===== src/design/icache_defines.svh =====
// geometry is fixed here and every derived width assumes power-of-two sizes

`ifndef ICACHE_DEFINES_SVH
`define ICACHE_DEFINES_SVH

// ---------------------------------------------------------------------------
// base geometry of the 4 KiB two-way instruction cache
// ---------------------------------------------------------------------------

`define ICACHE_ADDR_W     32  // bus address width
`define ICACHE_WORD_W     64  // cpu and refill word width
`define ICACHE_LINE_BYTES 32  // bytes per line
`define ICACHE_SETS       64  // sets per way
`define ICACHE_WAYS       2   // associativity, the victim logic expects two
`define ICACHE_BEATS      4   // refill beats per line

// ---------------------------------------------------------------------------
// derived field widths
// ---------------------------------------------------------------------------

`define ICACHE_OFFSET_W ($clog2(`ICACHE_LINE_BYTES))  // 5
`define ICACHE_INDEX_W  ($clog2(`ICACHE_SETS))        // 6
`define ICACHE_TAG_W    (`ICACHE_ADDR_W - `ICACHE_INDEX_W - `ICACHE_OFFSET_W)  // 21

// word-in-line number, taken from offset bits 4:3
`define ICACHE_BEAT_W   ($clog2(`ICACHE_BEATS))

`endif


===== src/design/icache_pkg.sv =====
// types follow the fixed geometry of the defines header and hold no logic

`include "icache_defines.svh"

package icache_pkg;

  // -------------------------------------------------------------------------
  // scalar fields of an address and the data word
  // -------------------------------------------------------------------------

  typedef logic [`ICACHE_WORD_W-1:0]   icache_word_t;    // one 64-bit word
  typedef logic [`ICACHE_TAG_W-1:0]    icache_tag_t;     // addr[31:11]
  typedef logic [`ICACHE_INDEX_W-1:0]  icache_index_t;   // addr[10:5]
  typedef logic [`ICACHE_OFFSET_W-1:0] icache_offset_t;  // addr[4:0]
  typedef logic [`ICACHE_BEAT_W-1:0]   icache_beat_t;    // word within line

  // tag, index and offset in address order
  typedef struct packed {
    icache_tag_t    tag;
    icache_index_t  index;
    icache_offset_t offset;
  } icache_addr_fields_t;

  // same 32 bits seen as a bus address or split into its fields
  typedef union packed {
    logic [`ICACHE_ADDR_W-1:0] raw;
    icache_addr_fields_t       f;
  } icache_addr_u;

  // -------------------------------------------------------------------------
  // controller states
  // -------------------------------------------------------------------------

  typedef enum logic [1:0] {
    IDLE,     // waiting for a request
    LOOKUP,   // tags and data valid from the registered read
    REPLACE,  // line read held on the bus
    REFILL    // beats arriving
  } icache_state_e;

endpackage


===== src/design/icache_fill_if.sv =====
// every signal is driven by the controller and is only read by the arrays

interface icache_fill_if;

  import icache_pkg::*;

  // -------------------------------------------------------------------------
  // array read address
  // -------------------------------------------------------------------------

  icache_index_t rd_index;  // set read this cycle, also the refill set

  // -------------------------------------------------------------------------
  // refill write controls
  // -------------------------------------------------------------------------

  logic          fill_en;    // refill beat present
  logic          fill_way;   // way being refilled
  icache_beat_t  fill_beat;  // word position of the beat
  logic          fill_last;  // final beat, already qualified by fill_en

  modport ctrl (
    output rd_index,
    output fill_en,
    output fill_way,
    output fill_beat,
    output fill_last
  );

  modport array (
    input  rd_index,
    input  fill_en,
    input  fill_way,
    input  fill_beat,
    input  fill_last
  );

endinterface


===== src/design/icache_tag_array.sv =====
// two ways only, the tag write uses the set on rd_index and it must hold through the refill

`include "icache_defines.svh"

module icache_tag_array (
  input  logic                     i_clk,
  input  logic                     i_rst,
  input  icache_pkg::icache_tag_t  i_req_tag,
  icache_fill_if.array             fill,
  output logic                     o_hit,
  output logic                     o_hit_way,
  output logic                     o_victim_way
);

  import icache_pkg::*;

  logic [`ICACHE_SETS-1:0] valid_q [`ICACHE_WAYS];     // valid bit per way and set
  icache_tag_t             tag_mem [`ICACHE_WAYS][`ICACHE_SETS];
  logic [`ICACHE_WAYS-1:0] rd_valid_q;                  // registered read of the set
  icache_tag_t             rd_tag_q [`ICACHE_WAYS];
  logic [`ICACHE_WAYS-1:0] way_hit;
  logic                    rr_q;                        // round-robin victim bit

  // ---------------------------------------------------------------------------
  // storage and registered read
  // ---------------------------------------------------------------------------

  always_ff @(posedge i_clk) begin
    if (i_rst) begin
      for (int w = 0; w < `ICACHE_WAYS; w++) begin
        valid_q[w] <= '0;
      end
      rd_valid_q <= '0;
      rr_q       <= 1'b0;
    end else begin
      for (int w = 0; w < `ICACHE_WAYS; w++) begin
        rd_valid_q[w] <= valid_q[w][fill.rd_index];
      end
      if (fill.fill_last) begin
        valid_q[fill.fill_way][fill.rd_index] <= 1'b1;
        rr_q <= ~rr_q;  // flips once per finished refill
      end
    end
  end

  always_ff @(posedge i_clk) begin
    if (fill.fill_last) begin
      tag_mem[fill.fill_way][fill.rd_index] <= i_req_tag;
    end
    for (int w = 0; w < `ICACHE_WAYS; w++) begin
      rd_tag_q[w] <= tag_mem[w][fill.rd_index];
    end
  end

  // ---------------------------------------------------------------------------
  // compare and victim choice
  // ---------------------------------------------------------------------------

  always_comb begin
    for (int w = 0; w < `ICACHE_WAYS; w++) begin
      way_hit[w] = rd_valid_q[w] && (rd_tag_q[w] == i_req_tag);
    end
  end

  assign o_hit     = |way_hit;
  assign o_hit_way = way_hit[1];  // way 0 unless way 1 hits

  always_comb begin
    if (!rd_valid_q[0]) begin
      o_victim_way = 1'b0;  // empty way first
    end else if (!rd_valid_q[1]) begin
      o_victim_way = 1'b1;
    end else begin
      o_victim_way = rr_q;
    end
  end

endmodule


===== src/flat_wrapper.sv =====
// flat-port wrapper written by rule: the top's interface ports become plain ports
module icache_tag_array_flat import icache_pkg::*;
  (i_clk, i_rst, i_req_tag, o_hit, o_hit_way, o_victim_way, fill_rd_index, fill_fill_en, fill_fill_way, fill_fill_beat, fill_fill_last);
  icache_fill_if fill_i ();
  input  logic i_clk;
  input  logic i_rst;
  input  icache_pkg::icache_tag_t i_req_tag;
  output logic o_hit;
  output logic o_hit_way;
  output logic o_victim_way;
  input wire logic [$bits(fill_i.rd_index)-1:0] fill_rd_index;
  input wire logic [$bits(fill_i.fill_en)-1:0] fill_fill_en;
  input wire logic [$bits(fill_i.fill_way)-1:0] fill_fill_way;
  input wire logic [$bits(fill_i.fill_beat)-1:0] fill_fill_beat;
  input wire logic [$bits(fill_i.fill_last)-1:0] fill_fill_last;
  assign fill_i.rd_index = fill_rd_index;
  assign fill_i.fill_en = fill_fill_en;
  assign fill_i.fill_way = fill_fill_way;
  assign fill_i.fill_beat = fill_fill_beat;
  assign fill_i.fill_last = fill_fill_last;
  icache_tag_array u_core (.i_clk(i_clk), .i_rst(i_rst), .i_req_tag(i_req_tag), .fill(fill_i), .o_hit(o_hit), .o_hit_way(o_hit_way), .o_victim_way(o_victim_way));
endmodule

===== config.mk =====
export PLATFORM = sky130hd
export DESIGN_NAME = icache_tag_array_flat
export DESIGN_NICKNAME = d
export VERILOG_FILES = /design/src/design/icache_pkg.sv /design/src/design/icache_fill_if.sv /design/src/design/icache_tag_array.sv /design/src/flat_wrapper.sv
export VERILOG_INCLUDE_DIRS = /design/src /design/src/design
export SDC_FILE = /design/constraint.sdc
export NUM_CORES = 2
export LEC_CHECK = 0
export ABC_CLOCK_PERIOD_IN_PS = 4520
export BUFFER_PORTS_ARGS = -buffer_cell sky130_fd_sc_hd__clkbuf_2
export CORE_AREA = 5 5 610 612
export CTS_CLUSTER_DIAMETER = 50
export DETAILED_ROUTE_END_ITERATION = 10
export DIE_AREA = 0 0 615 617
export SLEW_MARGIN = 25
export SYNTH_ARGS = -nofsm -noshare
export SYNTH_HDL_FRONTEND = slang
export SYNTH_SLANG_ARGS = --single-unit
export TNS_END_PERCENT = 1

===== constraint.sdc =====
create_clock -name i_clk -period 4.52 [get_ports i_clk]
set_input_delay 0.678 -clock i_clk [delete_from_list [all_inputs] [get_ports i_clk]]
set_output_delay 0.678 -clock i_clk [all_outputs]
set_load 0.1 [all_outputs]

==> results.py <==
metrics = {
    "global_routing": {
        "grt_antenna_before_repair": 34,
        "grt_pass1_wl_mm": 490,
        "grt_util_all_layers_pct": 18.0,
        "grt_pass1_vias": 61200,
        "grt_overflow": 0,
        "grt_max_degree": 86,
    },
    "timing": {
        "grt_setup_unrepaired": "no",
        "slew_headroom_pct": 25.8,
        "final.setup.tns_ns": 0,
        "fin_crit_ns": 3.53,
        "max_freq_mhz": 283,
        "timing.final.ws_setup_ns": 0.988,
        "hold_violations": 0,
        "finalSetupViolations": 0,
        "share_of_the_clock_period_used_by_the_worst_path_after_layout_pct": 78.1,
        "worstMarginPinSlew_ns": 1.10,
        "finalMaxSlewViolations": 0,
        "final.hold.worst_slack_ns": 0.220,
        "worst_clock_skew_ns": 0.0423,
    },
    "cts": {
        "cts-htree-levels": 5,
        "clkSlewWorstSetupHoldPaths_ns": 0.07,
        "hold_buffers": 0,
        "root_buffer_cell": "sky130_fd_sc_hd__clkbuf_16",
        "clk_path_buf_depth": 4,
        "tritoncts": "built",
        "post_cts.repair.setup_buffers": 0,
        "cts_num_sinks": 2861,
        "tritoncts.num_buffers": 288,
        "post_cts.resized_instances": 0,
        "clk_latency_ns": 0.87,
    },
    "placement": {
        "placement.cell_area_um2": 118000,
        "placed_wire_length_estimate_mm": 216,
        "count_of_buffers_inserted_at_the_top_level_ports": 33,
        "detailedPlace.worstSlack_ns": 0.635,
        "gp_routability_congestion": 0.948,
    },
    "synth": {
        "yosys.area_share.adder_pct": 0,
        "synth-async-reset-ratio_pct": 0,
        "yosys_most_used_dff": "sky130_fd_sc_hd__edfxtp_1",
        "synth-compound-area-share_pct": 8.03,
        "synth_cells": 6076,
        "synth.ff_latch_count": 2861,
        "synth_cell_types": 70,
        "yosysWarnings": 0,
        "synth_area_um2": 109000,
        "synth_top_family_by_area": "multiplexers",
        "synth.avg_cell_area_um2": 18.0,
        "synth_edf_count": 2688,
        "ys_seq_area_share_pct": 76.9,
        "yosys.area_share.xor_xnor_pct": 0.344,
        "muxShareOfSynthArea_pct": 9.46,
        "synth_nets": 6110,
        "synthSimpleGateAreaFrac_pct": 3.21,
    },
    "worst_setup_path": {
        "required_ns": 3.84,
        "critical_path.startpoint_type": "flip-flop",
        "cp.arrival_ns": 2.85,
        "worstSetupPathType": "reg2out",
        "crit_start": "u_core.rd_tag_q[0][35]",
        "timing.reg2reg.worst_path_depth": 5,
        "setup.reg_to_reg.worst_slack_ns": 1.89,
        "r2r-start": "u_core.tag_mem[1][8]",
        "r2r-end": "u_core.rd_tag_q[0][29]",
        "timing.critical_path.fanout_max": 2,
        "critical_path.endpoint_type": "output pin",
    },
    "route": {
        "length_of_the_first_detailed_routing_pass_in_iterations": 10,
        "detail_route.iter0.violations": 9600,
        "route.detailed.vias_per_inst": 5.52,
        "remaining_drc_errors": 0,
        "routedWlPerCell_um": 30.9,
        "vias": 63600,
        "drt_wl_total_mm": 356,
        "ant_nets": 0,
    },
    "floorplan": {
        "die_h_um": 617,
        "ioPinCount": 37,
        "die_span_in_x_um": 615,
        "initial_standard_cell_utilization_of_the_core_pct": 29.8,
        "fp.dieArea_um2": 379000,
        "core-area_um2": 367000,
        "floorplan.rows": 223,
    },
    "worst_hold_path": {
        "timing.hold.worst.start": "i_req_tag[15]",
        "hold_path_depth": 1,
        "timing.hold.worst_endpoint": "u_core.tag_mem[1][645]",
        "hp-class": "in2reg",
    },
    "job": {
        "maxCapViolCount": 0,
    },
    "cells_and_area": {
        "synthToLayoutAreaGrowth_pct": 16.5,
        "most-common-layout-cells": "sky130_fd_sc_hd__edfxtp_1, sky130_fd_sc_hd__buf_4, sky130_fd_sc_hd__nor2_1",
        "final_layout_size_suffix_gt1_share_pct": 22.3,
        "leading_cell_type_in_the_layout_fill_and_taps_excluded": "sky130_fd_sc_hd__edfxtp_1",
        "num-nets-final": 6483,
        "stdcell_area_um2": 128000,
    },
    "power_and_ir_drop": {
        "totalPowerFinal_w": 0.0558,
        "power_per_cell_area_nw_per_um2": 438,
        "p_leak_nw": 40.4,
        "power.ir.vdd_worst_v": 0.000335,
    },
    "status": {
        "outcome": "completed",
    },
}
## routing by layer
metal / part of all wire, % / up-vias / GRT usage [%]
met2: 45 / 4157 / 27.4
met1: 38 / 33200 / 23.6
met4: 4.8 / 12 / 7.84
li1: - / 25500 / -
met5: 0.024 / - / 0
met3: 13 / 733 / 5.85
## kinds of logic (layout without fill, tap and decap cells)
group / Yosys count / in the layout
AOI/OAI and AO/OA: 1174 / 1174
xor gates and xnor gates: 43 / 43
buffers and inverters: 418 / 1015
DFF: 2861 / 2861
muxes: 747 / 747
other: 0 / 12
and+or+nand+nor: 833 / 833
## cell usage after synthesis (7+ instances only)
| library cell | count | share of area (%) |
|---|---|---|
| sky130_fd_sc_hd__xnor2_1 | 19 | 0.15 |
| sky130_fd_sc_hd__o2bb2ai_1 | 30 | 0.24 |
| sky130_fd_sc_hd__xor2_1 | 24 | 0.19 |
| sky130_fd_sc_hd__mux4_2 | 205 | 4.2 |
| sky130_fd_sc_hd__o211ai_1 | 13 | 0.089 |
| sky130_fd_sc_hd__nor3_1 | 20 | 0.092 |
| sky130_fd_sc_hd__nand2b_1 | 12 | 0.069 |
| sky130_fd_sc_hd__nand3_1 | 12 | 0.055 |
| sky130_fd_sc_hd__clkbuf_1 | 119 | 0.41 |
| sky130_fd_sc_hd__or4_1 | 12 | 0.082 |
| sky130_fd_sc_hd__edfxtp_1 | 2688 | 74 |
| sky130_fd_sc_hd__o22a_1 | 15 | 0.12 |
| sky130_fd_sc_hd__o21a_1 | 8 | 0.055 |
| sky130_fd_sc_hd__a31oi_1 | 12 | 0.069 |
| sky130_fd_sc_hd__buf_4 | 48 | 0.33 |
| sky130_fd_sc_hd__mux2_1 | 9 | 0.093 |
| sky130_fd_sc_hd__o221ai_1 | 25 | 0.20 |
| sky130_fd_sc_hd__buf_2 | 178 | 0.81 |
| sky130_fd_sc_hd__a21oi_1 | 129 | 0.59 |
| sky130_fd_sc_hd__nor2b_1 | 7 | 0.040 |
| sky130_fd_sc_hd__o21ai_0 | 113 | 0.52 |
| sky130_fd_sc_hd__buf_1 | 39 | 0.13 |
| sky130_fd_sc_hd__a221oi_1 | 321 | 2.6 |
| sky130_fd_sc_hd__nor2_1 | 508 | 1.7 |
| sky130_fd_sc_hd__mux2_2 | 216 | 2.2 |
| sky130_fd_sc_hd__nand4_1 | 22 | 0.13 |
| sky130_fd_sc_hd__a211oi_1 | 20 | 0.14 |
| sky130_fd_sc_hd__a221o_1 | 47 | 0.43 |
| sky130_fd_sc_hd__a22oi_1 | 188 | 1.3 |
| sky130_fd_sc_hd__nand2_1 | 186 | 0.64 |
| sky130_fd_sc_hd__nor4_1 | 8 | 0.046 |
| sky130_fd_sc_hd__a222oi_1 | 10 | 0.092 |
| sky130_fd_sc_hd__o22ai_1 | 162 | 0.93 |
| sky130_fd_sc_hd__buf_6 | 27 | 0.28 |
| sky130_fd_sc_hd__dfxtp_1 | 173 | 3.2 |
| sky130_fd_sc_hd__a22o_1 | 51 | 0.41 |
| sky130_fd_sc_hd__mux2i_1 | 311 | 2.8 |
| sky130_fd_sc_hd__a221oi_2 | 8 | 0.11 |
## state kept, by name (all words and copies together), names as in the netlist
signal             cells
u_core.rd_tag_q       42
u_core.rd_valid_q      2
u_core.rr_q            1
u_core.tag_mem      2688
u_core.valid_q       128
## worst max-delay path: stages, from the launching register on
cell	delay [ns]
sky130_fd_sc_hd__dfxtp_1	0.32
sky130_fd_sc_hd__xor2_1	0.16
sky130_fd_sc_hd__nor4_1	0.38
sky130_fd_sc_hd__nand4_1	0.16
sky130_fd_sc_hd__nor2_1	0.14
sky130_fd_sc_hd__buf_4	0.24
sky130_fd_sc_hd__a41o_1	0.37
sky130_fd_sc_hd__buf_12	0.23
## report_power, final
| group | total (W) | switching, W | internal (W) |
|---|---|---|---|
| clock network | 0.0233 | 0.0100 | 0.0133 |
| registers | 0.0292 | 0.0000571 | 0.0291 |
| logic | 0.00340 | 0.00240 | 0.000993 |
| total | 0.0558 | 0.0125 | 0.0434 |
## cell type report
type	count	area, um^2
repair buffers	496	4640
clock buffers	375	7870
well taps	4837	6050
flip-flops and latches	2861	84200
inverters	5	33.8
multi-input cells	2797	23500
diodes	12	30.0
clock inverters	139	1220
fillers	34000	239000
## metrics by stage
stage                     utilization, %  std cells
after floorplan                        -       6076
after global placement              32.3      11000
after detailed placement            32.3      11000
after CTS                           34.7      11500
after global routing                34.7      11500
final                               34.8      11500
## how the worst max path moves through the flow
stage,end,slack (ns),depth (start not counted)
after floorplan,o_hit,0.54,5
after global placement,u_core.rd_tag_q[0][7],0.62,8
after detailed placement,u_core.rd_tag_q[0][12],0.63,8
after CTS,o_hit,0.96,7
after global routing,o_hit,0.92,7
final,o_hit,0.99,7
Power figures use the tool's default switching activity.
