===== src/design/icache_defines.svh =====
// geometry is fixed here and every derived width assumes power-of-two sizes

`ifndef ICACHE_DEFINES_SVH
`define ICACHE_DEFINES_SVH

// ---------------------------------------------------------------------------
// base geometry of the 4 KiB two-way instruction cache
// ---------------------------------------------------------------------------

`define ICACHE_ADDR_W     32  // bus address width
`define ICACHE_WORD_W     64  // cpu and refill word width
`define ICACHE_LINE_BYTES 32  // bytes per line
`define ICACHE_SETS       64  // sets per way
`define ICACHE_WAYS       2   // associativity, the victim logic expects two
`define ICACHE_BEATS      4   // refill beats per line

// ---------------------------------------------------------------------------
// derived field widths
// ---------------------------------------------------------------------------

`define ICACHE_OFFSET_W ($clog2(`ICACHE_LINE_BYTES))  // 5
`define ICACHE_INDEX_W  ($clog2(`ICACHE_SETS))        // 6
`define ICACHE_TAG_W    (`ICACHE_ADDR_W - `ICACHE_INDEX_W - `ICACHE_OFFSET_W)  // 21

// word-in-line number, taken from offset bits 4:3
`define ICACHE_BEAT_W   ($clog2(`ICACHE_BEATS))

`endif


===== src/design/icache_pkg.sv =====
// types follow the fixed geometry of the defines header and hold no logic

`include "icache_defines.svh"

package icache_pkg;

  // -------------------------------------------------------------------------
  // scalar fields of an address and the data word
  // -------------------------------------------------------------------------

  typedef logic [`ICACHE_WORD_W-1:0]   icache_word_t;    // one 64-bit word
  typedef logic [`ICACHE_TAG_W-1:0]    icache_tag_t;     // addr[31:11]
  typedef logic [`ICACHE_INDEX_W-1:0]  icache_index_t;   // addr[10:5]
  typedef logic [`ICACHE_OFFSET_W-1:0] icache_offset_t;  // addr[4:0]
  typedef logic [`ICACHE_BEAT_W-1:0]   icache_beat_t;    // word within line

  // tag, index and offset in address order
  typedef struct packed {
    icache_tag_t    tag;
    icache_index_t  index;
    icache_offset_t offset;
  } icache_addr_fields_t;

  // same 32 bits seen as a bus address or split into its fields
  typedef union packed {
    logic [`ICACHE_ADDR_W-1:0] raw;
    icache_addr_fields_t       f;
  } icache_addr_u;

  // -------------------------------------------------------------------------
  // controller states
  // -------------------------------------------------------------------------

  typedef enum logic [1:0] {
    IDLE,     // waiting for a request
    LOOKUP,   // tags and data valid from the registered read
    REPLACE,  // line read held on the bus
    REFILL    // beats arriving
  } icache_state_e;

endpackage


===== src/design/icache_fill_if.sv =====
// every signal is driven by the controller and is only read by the arrays

interface icache_fill_if;

  import icache_pkg::*;

  // -------------------------------------------------------------------------
  // array read address
  // -------------------------------------------------------------------------

  icache_index_t rd_index;  // set read this cycle, also the refill set

  // -------------------------------------------------------------------------
  // refill write controls
  // -------------------------------------------------------------------------

  logic          fill_en;    // refill beat present
  logic          fill_way;   // way being refilled
  icache_beat_t  fill_beat;  // word position of the beat
  logic          fill_last;  // final beat, already qualified by fill_en

  modport ctrl (
    output rd_index,
    output fill_en,
    output fill_way,
    output fill_beat,
    output fill_last
  );

  modport array (
    input  rd_index,
    input  fill_en,
    input  fill_way,
    input  fill_beat,
    input  fill_last
  );

endinterface


===== src/design/icache_ctrl.sv =====
// blocking controller that serves one miss at a time and needs i_rd_rdy before any refill beat

`include "icache_defines.svh"

module icache_ctrl (
  input  logic                        i_clk,
  input  logic                        i_rst,
  // cpu request
  input  logic                        i_valid,
  input  icache_pkg::icache_tag_t     i_tag,
  input  icache_pkg::icache_index_t   i_index,
  input  icache_pkg::icache_offset_t  i_offset,
  output logic                        o_addr_ok,
  output logic                        o_data_ok,
  output icache_pkg::icache_word_t    o_rdata,
  // array results
  input  logic                        i_hit,
  input  logic                        i_victim_way,
  input  icache_pkg::icache_word_t    i_hit_word,
  output icache_pkg::icache_tag_t     o_req_tag,
  output icache_pkg::icache_beat_t    o_word_sel,
  icache_fill_if.ctrl                 fill,
  // bus side
  output logic                        o_rd_req,
  output logic [`ICACHE_ADDR_W-1:0]   o_rd_addr,
  input  logic                        i_rd_rdy,
  input  logic                        i_ret_valid,
  input  logic                        i_ret_last,
  input  icache_pkg::icache_word_t    i_ret_data
);

  import icache_pkg::*;

  icache_state_e state_q;
  icache_state_e state_d;
  icache_addr_u  req_q;      // request buffer
  icache_addr_u  line_addr;  // line-aligned miss address
  logic          victim_q;   // way chosen at the miss
  icache_beat_t  beat_q;     // refill beats received
  logic          accept;
  logic          in_lookup;
  logic          in_refill;

  assign in_lookup = (state_q == LOOKUP);
  assign in_refill = (state_q == REFILL);

  // ---------------------------------------------------------------------------
  // cpu handshake and request buffer
  // ---------------------------------------------------------------------------

  assign o_addr_ok = (state_q == IDLE) || (in_lookup && i_hit);
  assign accept    = i_valid && o_addr_ok;

  always_ff @(posedge i_clk) begin
    if (accept) begin
      req_q.f.tag    <= i_tag;
      req_q.f.index  <= i_index;
      req_q.f.offset <= i_offset;
    end
  end

  assign o_req_tag  = req_q.f.tag;
  assign o_word_sel = req_q.f.offset[4:3];  // word within the line

  // ---------------------------------------------------------------------------
  // state machine
  // ---------------------------------------------------------------------------

  always_comb begin
    state_d = state_q;
    case (state_q)
      IDLE:    if (i_valid) state_d = LOOKUP;
      LOOKUP: begin
        if (!i_hit) begin
          state_d = REPLACE;
        end else if (!i_valid) begin
          state_d = IDLE;  // stays in LOOKUP on back-to-back hits
        end
      end
      REPLACE: if (i_rd_rdy) state_d = REFILL;
      REFILL:  if (i_ret_valid && i_ret_last) state_d = IDLE;
      default: state_d = IDLE;
    endcase
  end

  always_ff @(posedge i_clk) begin
    if (i_rst) begin
      state_q  <= IDLE;
      victim_q <= 1'b0;
      beat_q   <= '0;
    end else begin
      state_q <= state_d;
      if (in_lookup && !i_hit) begin
        victim_q <= i_victim_way;  // hold the way for the whole refill
      end
      if (state_q == REPLACE) begin
        beat_q <= '0;
      end else if (in_refill && i_ret_valid) begin
        beat_q <= beat_q + 1'b1;
      end
    end
  end

  // ---------------------------------------------------------------------------
  // array controls and bus request
  // ---------------------------------------------------------------------------

  assign fill.rd_index  = accept ? i_index : req_q.f.index;
  assign fill.fill_en   = in_refill && i_ret_valid;
  assign fill.fill_way  = victim_q;
  assign fill.fill_beat = beat_q;
  assign fill.fill_last = in_refill && i_ret_valid && i_ret_last;

  always_comb begin
    line_addr.f.tag    = req_q.f.tag;
    line_addr.f.index  = req_q.f.index;
    line_addr.f.offset = '0;
  end

  assign o_rd_req  = (state_q == REPLACE);
  assign o_rd_addr = line_addr.raw;

  // critical word goes out on the beat that carries it
  assign o_data_ok = (in_lookup && i_hit) ||
                     (in_refill && i_ret_valid && (beat_q == o_word_sel));
  assign o_rdata   = in_lookup ? i_hit_word : i_ret_data;

endmodule


===== src/flat_wrapper.sv =====
// flat-port wrapper written by rule: the top's interface ports become plain ports
module icache_ctrl_flat import icache_pkg::*;
  (i_clk, i_rst, i_valid, i_tag, i_index, i_offset, o_addr_ok, o_data_ok, o_rdata, i_hit, i_victim_way, i_hit_word, o_req_tag, o_word_sel, o_rd_req, o_rd_addr, i_rd_rdy, i_ret_valid, i_ret_last, i_ret_data, fill_rd_index, fill_fill_en, fill_fill_way, fill_fill_beat, fill_fill_last);
  icache_fill_if fill_i ();
  input  logic i_clk;
  input  logic i_rst;
  input  logic i_valid;
  input  icache_pkg::icache_tag_t i_tag;
  input  icache_pkg::icache_index_t i_index;
  input  icache_pkg::icache_offset_t i_offset;
  output logic o_addr_ok;
  output logic o_data_ok;
  output icache_pkg::icache_word_t o_rdata;
  input  logic i_hit;
  input  logic i_victim_way;
  input  icache_pkg::icache_word_t i_hit_word;
  output icache_pkg::icache_tag_t o_req_tag;
  output icache_pkg::icache_beat_t o_word_sel;
  output logic o_rd_req;
  output logic [`ICACHE_ADDR_W-1:0] o_rd_addr;
  input  logic i_rd_rdy;
  input  logic i_ret_valid;
  input  logic i_ret_last;
  input  icache_pkg::icache_word_t i_ret_data;
  output wire logic [$bits(fill_i.rd_index)-1:0] fill_rd_index;
  output wire logic [$bits(fill_i.fill_en)-1:0] fill_fill_en;
  output wire logic [$bits(fill_i.fill_way)-1:0] fill_fill_way;
  output wire logic [$bits(fill_i.fill_beat)-1:0] fill_fill_beat;
  output wire logic [$bits(fill_i.fill_last)-1:0] fill_fill_last;
  assign fill_rd_index = fill_i.rd_index;
  assign fill_fill_en = fill_i.fill_en;
  assign fill_fill_way = fill_i.fill_way;
  assign fill_fill_beat = fill_i.fill_beat;
  assign fill_fill_last = fill_i.fill_last;
  icache_ctrl u_core (.i_clk(i_clk), .i_rst(i_rst), .i_valid(i_valid), .i_tag(i_tag), .i_index(i_index), .i_offset(i_offset), .o_addr_ok(o_addr_ok), .o_data_ok(o_data_ok), .o_rdata(o_rdata), .i_hit(i_hit), .i_victim_way(i_victim_way), .i_hit_word(i_hit_word), .o_req_tag(o_req_tag), .o_word_sel(o_word_sel), .fill(fill_i), .o_rd_req(o_rd_req), .o_rd_addr(o_rd_addr), .i_rd_rdy(i_rd_rdy), .i_ret_valid(i_ret_valid), .i_ret_last(i_ret_last), .i_ret_data(i_ret_data));
endmodule

===== config.mk =====
export PLATFORM = sky130hd
export DESIGN_NAME = icache_ctrl_flat
export DESIGN_NICKNAME = d
export VERILOG_FILES = /design/src/design/icache_pkg.sv /design/src/design/icache_fill_if.sv /design/src/design/icache_ctrl.sv /design/src/flat_wrapper.sv
export VERILOG_INCLUDE_DIRS = /design/src /design/src/design
export SDC_FILE = /design/constraint.sdc
export NUM_CORES = 1
export LEC_CHECK = 0
export BUFFER_PORTS_ARGS = -buffer_cell sky130_fd_sc_hd__clkbuf_2
export CORE_AREA = 2 2 117 119
export DETAILED_ROUTE_END_ITERATION = 10
export DIE_AREA = 0 0 119 121
export GPL_TIMING_DRIVEN = 0
export HOLD_SLACK_MARGIN = 0.15
export SLEW_MARGIN = 25
export SYNTH_ARGS = -nofsm -noshare
export SYNTH_HDL_FRONTEND = slang
export SYNTH_SLANG_ARGS = --single-unit

===== constraint.sdc =====
create_clock -name i_clk -period 3.5 [get_ports i_clk]
set_clock_uncertainty 0.05 [all_clocks]
set_input_delay 0.35 -clock i_clk [delete_from_list [all_inputs] [get_ports i_clk]]
set_output_delay 0.35 -clock i_clk [all_outputs]
set_load 0.1 [all_outputs]

==> qor.txt <==
==================================================================================================
Result of the run ................................................................... finished clean
Max H-tree Level ....................................................................            2
Worst Path Required .................................................................      3100 ps
Count of instances resized after the clock tree is built ............................            0
Clock tree sinks ....................................................................           34
Minimum clock period ................................................................      2410 ps
Count of buffers added by post-CTS timing repair for setup ..........................            0
Count of flip-flops with a built-in enable after synthesis ..........................           29
Maximum frequency from static timing analysis .......................................      415 MHz
Synthesized instance count ..........................................................          166
Setup repair after global routing missed its margin .................................        false
Worst slack at placement ............................................................      1310 ps
Setup slack, reg-to-reg .............................................................      1860 ps
Number of DRC markers in iteration 0 ................................................           42
Leak ................................................................................      2.32 nW
Worst vdd rail ir drop ..............................................................     0.376 mV
Placer congestion estimate ..........................................................        0.748
Layout fillers ......................................................................         1349
Die area ............................................................................    14400 um2
Max Root-Sink Buffers ...............................................................            2
Ratio of total power to cell area ...................................................   537 nW/um2
# port buffers ......................................................................          292
Rows ................................................................................           42
Pin slew with the least headroom to its limit .......................................       623 ps
Drt drc .............................................................................            0
CP bufs+invs ........................................................................            3
Critical path arrival ...............................................................      2010 ps
Cells on worst reg2reg path .........................................................            3
Proportion of synthesized chip area in sequential cells .............................        0.398
Clk Latency, worst-skew pair ........................................................       270 ps
Total clock buffers created by CTS ..................................................            5
Antenna violations before repair ....................................................            1
Worst-path cell with the longest stage delay ........................................ sky130_fd_sc_hd__clkbuf_2
Total global routing track utilization ..............................................        0.117
Path category of the worst min-delay check ..........................................       in2reg
Post-synth ARST share ...............................................................            0
Worst setup SP type .................................................................     register
Startpoint of the tightest hold check path ..........................................    i_tag[14]
Clock transition time at the flip-flop clock pins of the worst setup and hold paths .        60 ps
Signed area change from the synthesized netlist to the final layout .................        75.4%
Max-cap violations ..................................................................            0
Routed Wire Length ..................................................................      9440 um
Antenna-violating nets left .........................................................            0
Number of failing hold endpoints at the final stage .................................            0
HPWL after detailed placement .......................................................      8430 um
Boundary Pins .......................................................................          301
Placeable core region ...............................................................    13100 um2
Proportion of netlist area held by the largest area contributor .....................        0.357
Ys Warns ............................................................................            0
Setup crit end kind .................................................................   output pin
TritonCTS clock tree ................................................................          yes
Residual overflow from global routing ...............................................            0
Startpoint of the worst-slack reg-to-reg timing path ................................ u_core.state_q[0]
Worst min-delay path endpoint ....................................................... u_core.req_q[25]
Initial core utilization ............................................................        0.186
Commonest cells after routing, fill and taps aside .................................. sky130_fd_sc_hd__clkbuf_2 (292), sky130_fd_sc_hd__mux2_4 (49), sky130_fd_sc_hd__edfxtp_1 (29)
CTS hold repair buffers .............................................................            0
Clock Tree Root ..................................................................... sky130_fd_sc_hd__clkbuf_16
Cell variety after synth ............................................................           26
Overall die height ..................................................................       121 um
Max Fanout on Critical Path .........................................................           10
End of the worst register-to-register path .......................................... u_core.req_q[19]
WS Path Type ........................................................................      reg2out
Die X-Extent ........................................................................       119 um
Most area-hungry cell type in the Yosys netlist ..................................... sky130_fd_sc_hd__edfxtp_1
Area of the mapped netlist ..........................................................     2440 um2
Via count of the first global-routing pass ..........................................         2512
Area contributors post-synth ........................................................ sky130_fd_sc_hd__edfxtp_1 (36%), sky130_fd_sc_hd__mux2_4 (30%), sky130_fd_sc_hd__mux2_2 (9.7%)
Vias after detailed routing .........................................................         2469
Worst slew margin ...................................................................        0.587
Max stage delay on crit path ........................................................       410 ps
Most common cell after layout, fill and taps aside .................................. sky130_fd_sc_hd__clkbuf_2
Share of final-layout standard cells stronger than drive strength 1 .................        0.864
Number of setup violations in the final report ......................................            0
Layout net count ....................................................................          637
Number of synthesized register bits .................................................           34
Ratio of routed vias to standard cells ..............................................         3.82
Worst-case setup margin in the final layout .........................................      1090 ps
Fin Setup TNS .......................................................................         0 ps
Number of iterations in the first detailed-routing pass .............................            4
Worst hold path depth ...............................................................            1
Family with the most delay on the worst path ........................................ buffers and inverters
Predominant post-synthesis flop cell ................................................ sky130_fd_sc_hd__edfxtp_1
Final Cycle Share ...................................................................        0.688
Cell-by-cell trace of the critical path ............................................. nor2b_2 > buf_6 > buf_12 > mux2_4 > clkbuf_2
Avg Cell Area, Syn ..................................................................     14.7 um2
WL/cell .............................................................................      14.6 um
Max-slew violation count ............................................................            0
First-pass GRT wire length ..........................................................     13000 um
Largest net degree at the start of global routing ...................................           30
==================================================================================================
[power breakdown]
part,switching [mW],total [mW],internal [mW]
clock network,0.158,0.417,0.259
logic,1.09,1.39,0.299
registers,0.0161,0.489,0.473
[metrics by stage]
| step | hold slack [ps] | cells | power [mW] | util | area [um2] |
|---|---|---|---|---|---|
| 5_1_grt | 194 | 647 | 2.36 | 0.327 | 4280 |
| 2_1_floorplan | 372 | 170 | 1.66 | - | 2450 |
| 3_3_place_gp | 447 | 638 | 1.89 | 0.316 | 4140 |
| 3_5_place_dp | 449 | 638 | 1.89 | 0.316 | 4140 |
| 4_1_cts | 193 | 646 | 2.32 | 0.327 | 4280 |
| 6_report | 198 | 647 | 2.30 | 0.327 | 4280 |
[how the worst max path moves through the flow]
stage / slack, ps / to / depth (start not counted) / startpoint
floorplan: 1070 / o_data_ok / 2 / u_core.fill.fill_beat[0]
global placement: 1360 / o_rdata[32] / 5 / u_core.state_q[0]
detailed placement: 1310 / u_core.req_q[18] / 4 / i_hit
CTS: 1040 / o_rdata[32] / 5 / u_core.state_q[0]
global route: 1020 / o_rdata[32] / 5 / u_core.state_q[0]
finish: 1090 / o_rdata[32] / 5 / u_core.state_q[0]
[layout make-up]
class,count,area (um2),area share
Antenna cell,1,2.50,0.000585
Buffer,34,319,0.0745
Clock buffer,5,125,0.0292
Clock inverter,3,16.3,0.00380
Inverter,3,11.3,0.00263
Multi-Input combinational cell,99,1150,0.270
Sequential cell,34,971,0.227
Tap cell,176,220,0.0514
Timing Repair Buffer,292,1460,0.341
[per-layer routing]
metal,part of all wire,global-route usage,up-vias
li1,-,-,1176
met1,0.38,0.128,1126
met2,0.51,0.217,156
met3,0.077,0.0235,11
met4,0.032,0.0499,0
met5,0,0,-
[kinds of logic after synthesis]
logic type	Yosys count	share of synthesized area
AOI/OAI and AO/OA	3	0.00923
xor gates and xnor gates	4	0.0144
buffers and inverters	37	0.135
DFF	34	0.398
muxes	71	0.403
other	1	0.00154
and+or+nand+nor	16	0.0390
[registers in the layout, summed over array words and instances (netlist names), named ones only]
register	flops
u_core.req_q	29
u_core.fill.fill_beat	2
u_core.fill.fill_way	1
u_core.state_q	1
[cell usage after synthesis, types with 2 or more instances]
| library cell | count |
|---|---|
| sky130_fd_sc_hd__mux2_4 | 49 |
| sky130_fd_sc_hd__edfxtp_1 | 29 |
| sky130_fd_sc_hd__buf_4 | 27 |
| sky130_fd_sc_hd__mux2_2 | 21 |
| sky130_fd_sc_hd__buf_12 | 5 |
| sky130_fd_sc_hd__dfxtp_1 | 5 |
| sky130_fd_sc_hd__nor2_1 | 5 |
| sky130_fd_sc_hd__inv_1 | 3 |
| sky130_fd_sc_hd__xnor2_1 | 3 |
| sky130_fd_sc_hd__and2_1 | 2 |
| sky130_fd_sc_hd__nand2b_1 | 2 |
Note: power is estimated with default switching activity, not from simulation.
